==> config.mk <==
export PLATFORM = sky130hd
export DESIGN_NAME = nand_ecc_gen
export DESIGN_NICKNAME = d
export VERILOG_FILES = /design/src/logic/ecc_pkg.sv /design/src/logic/ecc_code_former.sv /design/src/logic/nand_ecc_gen.sv /design/src/logic/parity_accumulator.sv
export SDC_FILE = /design/constraint.sdc
export NUM_CORES = 1
export LEC_CHECK = 0
export BUFFER_PORTS_ARGS = -buffer_cell sky130_fd_sc_hd__buf_2
export CORE_MARGIN = 10
export CORE_UTILIZATION = 50
export DETAILED_ROUTE_END_ITERATION = 6
export GPL_TIMING_DRIVEN = 0
export HOLD_SLACK_MARGIN = 0.12
export PLACE_DENSITY = 0.73
export REMOVE_ABC_BUFFERS = 1
export SLEW_MARGIN = 0
export SYNTH_ARGS = -nofsm -noshare
export SYNTH_HDL_FRONTEND = slang
export SYNTH_HIERARCHICAL = 1
export SYNTH_SLANG_ARGS = --single-unit
export TNS_END_PERCENT = 10
==> constraint.sdc <==
create_clock -name clk -period 1.2 [get_ports clk]
set_input_delay 0.06 -clock clk [delete_from_list [all_inputs] [get_ports clk]]
set_output_delay 0.06 -clock clk [all_outputs]
set_load 0.01 [all_outputs]
==> src/logic/ecc_pkg.sv <==
package ecc_pkg;

	////////////////////////////////////////////////////////////
	// block geometry
	////////////////////////////////////////////////////////////

	// bytes covered by one cp/rp pair
	localparam int BLOCK_BYTES = 128;

	// byte index width within a block
	localparam int IDX_BITS = $clog2(BLOCK_BYTES);

	// bit address width within one byte
	localparam int COL_BITS = 3;

	////////////////////////////////////////////////////////////
	// data path types
	////////////////////////////////////////////////////////////

	// one byte of the page stream
	typedef logic [2**COL_BITS-1:0] byte_t;

	// position of a byte in its block
	typedef logic [IDX_BITS-1:0] byte_idx_t;

	// xor of all bytes accepted so far
	typedef logic [2**COL_BITS-1:0] col_sum_t;

	// two bits per index bit
	// bit 2k collects bytes with index bit k clear
	// bit 2k+1 collects bytes with index bit k set
	typedef logic [2*IDX_BITS-1:0] line_par_t;

	////////////////////////////////////////////////////////////
	// output codes
	////////////////////////////////////////////////////////////

	// six column parities over the bit positions of col_sum
	// top two bits always one
	typedef logic [2*COL_BITS+1:0] cp_t;

	// fourteen line parities straight from line_par_t
	// top two bits always one
	typedef logic [2*IDX_BITS+1:0] rp_t;

endpackage

==> src/logic/ecc_code_former.sv <==
`timescale 1ns/1ns

module ecc_code_former
(
	input  logic               clk,
	input  logic               rst,
	input  ecc_pkg::col_sum_t  col_sum,
	input  ecc_pkg::line_par_t line_par,
	input  logic               block_done,
	output ecc_pkg::cp_t       cp,
	output ecc_pkg::rp_t       rp,
	output logic               ecc_valid
);

	// column parities before padding
	logic [2*ecc_pkg::COL_BITS-1:0] col_par;

	ecc_pkg::cp_t cp_next;
	ecc_pkg::rp_t rp_next;

	////////////////////////////////////////////////////////////
	// column address parities
	////////////////////////////////////////////////////////////

	// same even/odd split as the line parities, but over bit positions
	function automatic logic [2*ecc_pkg::COL_BITS-1:0] fold_columns
	(
		input ecc_pkg::col_sum_t cs
	);
		logic [2*ecc_pkg::COL_BITS-1:0] par;

		par = '0;
		for (int j = 0; j < $bits(cs); j++)
		begin
			for (int k = 0; k < ecc_pkg::COL_BITS; k++)
			begin
				par[2*k + j[k]] = par[2*k + j[k]] ^ cs[j];
			end
		end
		return par;
	endfunction

	assign col_par = fold_columns(col_sum);

	// unused top bits are ones
	assign cp_next = {2'b11, col_par};
	assign rp_next = {2'b11, line_par};

	////////////////////////////////////////////////////////////
	// result registers
	////////////////////////////////////////////////////////////

	// codes hold until the next block completes
	always_ff @(posedge clk or posedge rst)
	begin
		if (rst)
		begin
			cp <= '0;
			rp <= '0;
		end
		else if (block_done)
		begin
			cp <= cp_next;
			rp <= rp_next;
		end
	end

	// one pulse per block, aligned with the new codes
	always_ff @(posedge clk or posedge rst)
	begin
		if (rst)
			ecc_valid <= 1'b0;
		else
			ecc_valid <= block_done;
	end

endmodule

==> src/logic/nand_ecc_gen.sv <==
`timescale 1ns/1ns

module nand_ecc_gen
(
	input  logic           clk,
	input  logic           rst,
	input  ecc_pkg::byte_t data,
	input  logic           data_valid,
	output ecc_pkg::cp_t   cp,
	output ecc_pkg::rp_t   rp,
	output logic           ecc_valid
);

	// final sums of a block, valid while block_done is high
	ecc_pkg::col_sum_t  col_sum;
	ecc_pkg::line_par_t line_par;
	logic               block_done;

	////////////////////////////////////////////////////////////
	// accumulation
	////////////////////////////////////////////////////////////

	// one edge after byte 127 the sums are complete
	parity_accumulator parity_accumulator_i
	(
		.clk        (clk),
		.rst        (rst),
		.data       (data),
		.data_valid (data_valid),
		.col_sum    (col_sum),
		.line_par   (line_par),
		.block_done (block_done)
	);

	////////////////////////////////////////////////////////////
	// code forming
	////////////////////////////////////////////////////////////

	// second edge after byte 127 registers cp/rp and ecc_valid,
	// while the next block is already accumulating
	ecc_code_former ecc_code_former_i
	(
		.clk        (clk),
		.rst        (rst),
		.col_sum    (col_sum),
		.line_par   (line_par),
		.block_done (block_done),
		.cp         (cp),
		.rp         (rp),
		.ecc_valid  (ecc_valid)
	);

endmodule

==> src/logic/parity_accumulator.sv <==
`timescale 1ns/1ns

module parity_accumulator
(
	input  logic               clk,
	input  logic               rst,
	input  ecc_pkg::byte_t     data,
	input  logic               data_valid,
	output ecc_pkg::col_sum_t  col_sum,
	output ecc_pkg::line_par_t line_par,
	output logic               block_done
);

	// position of the next byte to be accepted
	ecc_pkg::byte_idx_t byte_idx;
	logic               last_byte;

	// parity of the incoming byte
	logic byte_par;

	// what the current byte adds to each sum
	ecc_pkg::col_sum_t  col_add;
	ecc_pkg::line_par_t line_add;

	// starting point, zero right after a block ends
	ecc_pkg::col_sum_t  col_base;
	ecc_pkg::line_par_t line_base;

	ecc_pkg::col_sum_t  col_next;
	ecc_pkg::line_par_t line_next;

	////////////////////////////////////////////////////////////
	// byte counter
	////////////////////////////////////////////////////////////

	// index is exactly log2 of the block size so it wraps by itself
	always_ff @(posedge clk or posedge rst)
	begin
		if (rst)
			byte_idx <= '0;
		else if (data_valid)
			byte_idx <= byte_idx + 1'b1;
	end

	assign last_byte = (byte_idx == ecc_pkg::byte_idx_t'(ecc_pkg::BLOCK_BYTES - 1));

	// high for the one cycle after byte 127 was taken
	always_ff @(posedge clk or posedge rst)
	begin
		if (rst)
			block_done <= 1'b0;
		else
			block_done <= data_valid && last_byte;
	end

	////////////////////////////////////////////////////////////
	// contribution of the current byte
	////////////////////////////////////////////////////////////

	assign byte_par = ^data;

	always_comb
	begin
		col_add  = data_valid ? data : '0;
		line_add = '0;
		// pick even or odd slot by each bit of the index
		for (int k = 0; k < ecc_pkg::IDX_BITS; k++)
		begin
			line_add[2*k + byte_idx[k]] = data_valid & byte_par;
		end
	end

	////////////////////////////////////////////////////////////
	// running sums
	////////////////////////////////////////////////////////////

	// finished block is still visible while block_done is high,
	// so the new block starts from zero on that edge
	assign col_base  = block_done ? '0 : col_sum;
	assign line_base = block_done ? '0 : line_par;

	assign col_next  = col_base ^ col_add;
	assign line_next = line_base ^ line_add;

	// reset drops any partial block
	always_ff @(posedge clk or posedge rst)
	begin
		if (rst)
		begin
			col_sum  <= '0;
			line_par <= '0;
		end
		else if (data_valid || block_done)
		begin
			col_sum  <= col_next;
			line_par <= line_next;
		end
	end

endmodule

==> run_results.csv <==
group,metric,value,unit
status,outcome,"complete, but fails checks",
status,violated_checks,"hold timing",
drt,dr_total_vias,1523,
drt,drtIter0Drc,76,
sta,max_transition_viols_final,0,
sta,achievable_clock_frequency,880.9,MHz
critical_path,crit_path_end_kind,"register",
place,final_wtd_congestion,0.7807,
sta,whs,-0.06266,ns
place,dpl_worst_slack,-0.8045,ns
critical_path,worst_setup_path_start_kind,"register",
sta,worst_pin_slew,1.160,ns
drt,routed_wirelength,4.615,mm
global_route,grt.busiest_layer,"met2",
sta,final.setup.tns,0,ns
die,core_area,0.004661,mm2
cells_and_area,fillers,378,
global_route,grt_first_pass_wirelength,7.514,mm
global_route,grt_pass1_vias,1643,
drt,route.detailed.wl_per_inst,15.03,um
die,die_footprint,0.007929,mm2
sta,finalSetupViolations,0,
cells_and_area,final-instance-count-excl-fill,307,
die,die_w,89.05,um
critical_path,crit_family,"flip-flops",
place,port_buffers,35,
synthesis,yosysWarningCount,6,
cts,ctsHtreeMaxLevel,2,
global_route,met1_usage,0.1353,
power,p_leak,1.380,nW
global_route,maximum_number_of_pins_on_one_net_before_global_route_repair,31,
synthesis,postSynthAreaPerCell,11.68,um2
critical_path,timing.reg2reg.setup_slack,0.06,ns
power,max-vdd-ir-drop,0.8404,mV
critical_path,slowest_stage,"dfrtp_4",
run,drv_cap,0,
die,initial_utilization,0.5114,
critical_path,critical_path_class,"reg2reg",
drt,drt_drc_violations_left,0,
cts,worstSkewPairLatency,0.30,ns
cts,clkSlewWorstSetupHoldPaths,0.09,ns
drt,drt_first_pass_iters,4,
sta,portion_of_the_clock_cycle_consumed_by_the_worst_path_in_the_final_layout,0.9460,
power,total_power,5.989,mW
synthesis,synth.ff_latch_count,52,
critical_path,sequence_of_cells_on_the_critical_path,"buf_8, or2_2",
global_route,grt_overflow_total,0,
power,power_density,2069,mW/mm2
global_route,gr-usage-met3,0.02644,
sta,fin_ws,0.06484,ns
cts,holdBufCountCts,8,
synthesis,ys_types,21,
critical_path,cp_num_buf_inv,1,
die,ioPinCount,36,
cts,ctsLongestPathBuffers,2,
drt,number_of_nets_with_antenna_violations_after_routing,0,
global_route,track_usage,0.1191,
critical_path,worst-endpoint-arrival,1.32,ns
synthesis,seq_area_frac_synth,0.5459,
cts,numCtsBuffers,5,
cells_and_area,final_layout_size_suffix_gt1_frac,0.3202,
global_route,initial_antenna_violation_count,0,
sta,timing.clock.skew,0.003336,ns
sta,maxSlewHeadroom,0.2257,
synthesis,postSynthCellCount,204,
place,placed_cell_area,0.002554,mm2
cells_and_area,antenna-diode-count,0,
cells_and_area,fin_area,0.002894,mm2
global_route,grt_use_met2,0.2128,
worst_hold_path,worstHoldPathType,"in2async",
critical_path,timing.critical_path.slowest_cell_delay,0.54,ns
cells_and_area,num-nets-final,264,
die,die-height,89.05,um
synthesis,synthesis.area,0.002384,mm2
sta,layout_min_cycle_time,1.135,ns
cts,cts_root_cell,"clkbuf_8",
die,rows,25,
cells_and_area,final_core_utilization,0.6209,
sta,finalHoldViolations,22,
critical_path,critPathMaxFanout,25,
cts,cts_num_sinks,52,
drt,route.detailed.vias_per_inst,4.961,
critical_path,cp.required,1.39,ns
place,place_inst,281,
sta,rsz_0062_raised_after_global_routing,"yes",
cts,tritoncts_clock_tree,"yes",
cells_and_area,flow.area_growth_from_synthesis,21.42,%
cell families after synthesis:
| group | after synthesis | synth area share |
|---|---|---|
| adders and majority gates | 1 | 0.005249 |
| muxes | 15 | 0.07087 |
| DFF | 52 | 0.5459 |
| AOI/OAI and AO/OA | 6 | 0.01260 |
| xor gates and xnor gates | 49 | 0.1801 |
| and+or+nand+nor | 67 | 0.1512 |
| buffers and inverters | 14 | 0.03412 |
registers in the layout (all words and copies together) (netlist names):
| signal | flops |
|---|---|
| ecc_code_former_i/rp | 15 |
| parity_accumulator_i/col_sum | 8 |
| ecc_code_former_i/cp | 6 |
| parity_accumulator_i/block_done | 1 |
| ecc_code_former_i/ecc_valid | 1 |
| parity_accumulator_i/byte_idx | 7 |
| parity_accumulator_i/line_par | 14 |
cells in the final DEF (no fill, tap or decap), drive strengths merged, types with 8 or more instances in the layout:
master,count
nor2,15
dfrtp,52
nand2b,14
buf,45
mux2,15
nor2b,8
dlygate4sd3,8
xnor2,46
nand2,17
cell type report:
cell class / instances / area (um2) / area share
clock inverter: 1 / 7.507 / 0.002594
multi-input combinational: 138 / 1055 / 0.3645
clock buffer: 7 / 86.33 / 0.02983
timing repair buffer: 53 / 362.8 / 0.1254
tap: 54 / 67.56 / 0.02335
inverter: 2 / 7.507 / 0.002594
sequential: 52 / 1308 / 0.4518
per-layer routing:
metal  wire (um)  part of all wire  vias up
met5           0                 0        -
met4          68             0.015        0
met3         250             0.054        5
met2        2307              0.50       34
met1        1988              0.43      742
li1            -                 -      742
final timing paths:
path / to / start / depth (start not counted)
max in group asynchronous: parity_accumulator_i/block_done / rst / 2
setup / recovery: ecc_code_former_i/rp[14] / parity_accumulator_i/block_done / 2
hold / removal: ecc_code_former_i/rp[3] / rst / 2
min in group clk: parity_accumulator_i/byte_idx[2] / data_valid / 3
hold reg to reg: ecc_code_former_i/rp[9] / ecc_code_former_i/rp[9] / 1
setup reg to reg: ecc_code_former_i/rp[14] / parity_accumulator_i/block_done / 2
power by group:
part | switching (mW) | internal [mW]
Sequential | 0.468 | 2.26
Combinational | 0.976 | 1.27
Clock | 0.548 | 0.469
Total | 1.99 | 4.00
Yosys cell counts:
| cell | number | area, um2 |
|---|---|---|
| xnor2_1 | 46 | 402.9 |
| nand2b_1 | 14 | 87.58 |
| nor3b_1 | 4 | 30.03 |
| buf_2 | 2 | 10.01 |
| inv_1 | 2 | 7.510 |
| or2_2 | 1 | 6.260 |
| nand4_1 | 2 | 12.51 |
| buf_4 | 3 | 22.52 |
| dfrtp_1 | 52 | 1301 |
| nand2_1 | 17 | 63.81 |
| buf_6 | 2 | 22.52 |
| clkbuf_1 | 5 | 18.77 |
| nor3b_2 | 3 | 37.54 |
| and2_1 | 1 | 6.260 |
| nor2_1 | 15 | 56.30 |
| nand3_1 | 2 | 10.01 |
| xor2_1 | 3 | 26.28 |
| mux2_2 | 15 | 168.9 |
| ha_1 | 1 | 12.51 |
| a21oi_1 | 6 | 30.03 |
| nor2b_1 | 8 | 50.05 |
repair_timing:
item,CTS,global route
endpoints found under the hold margin,60,22
setup buffers,2,8
setup endpoints to repair,43,31
pin swaps,0,1
gates resized for setup,5,8
Power figures use the tool's default switching activity.
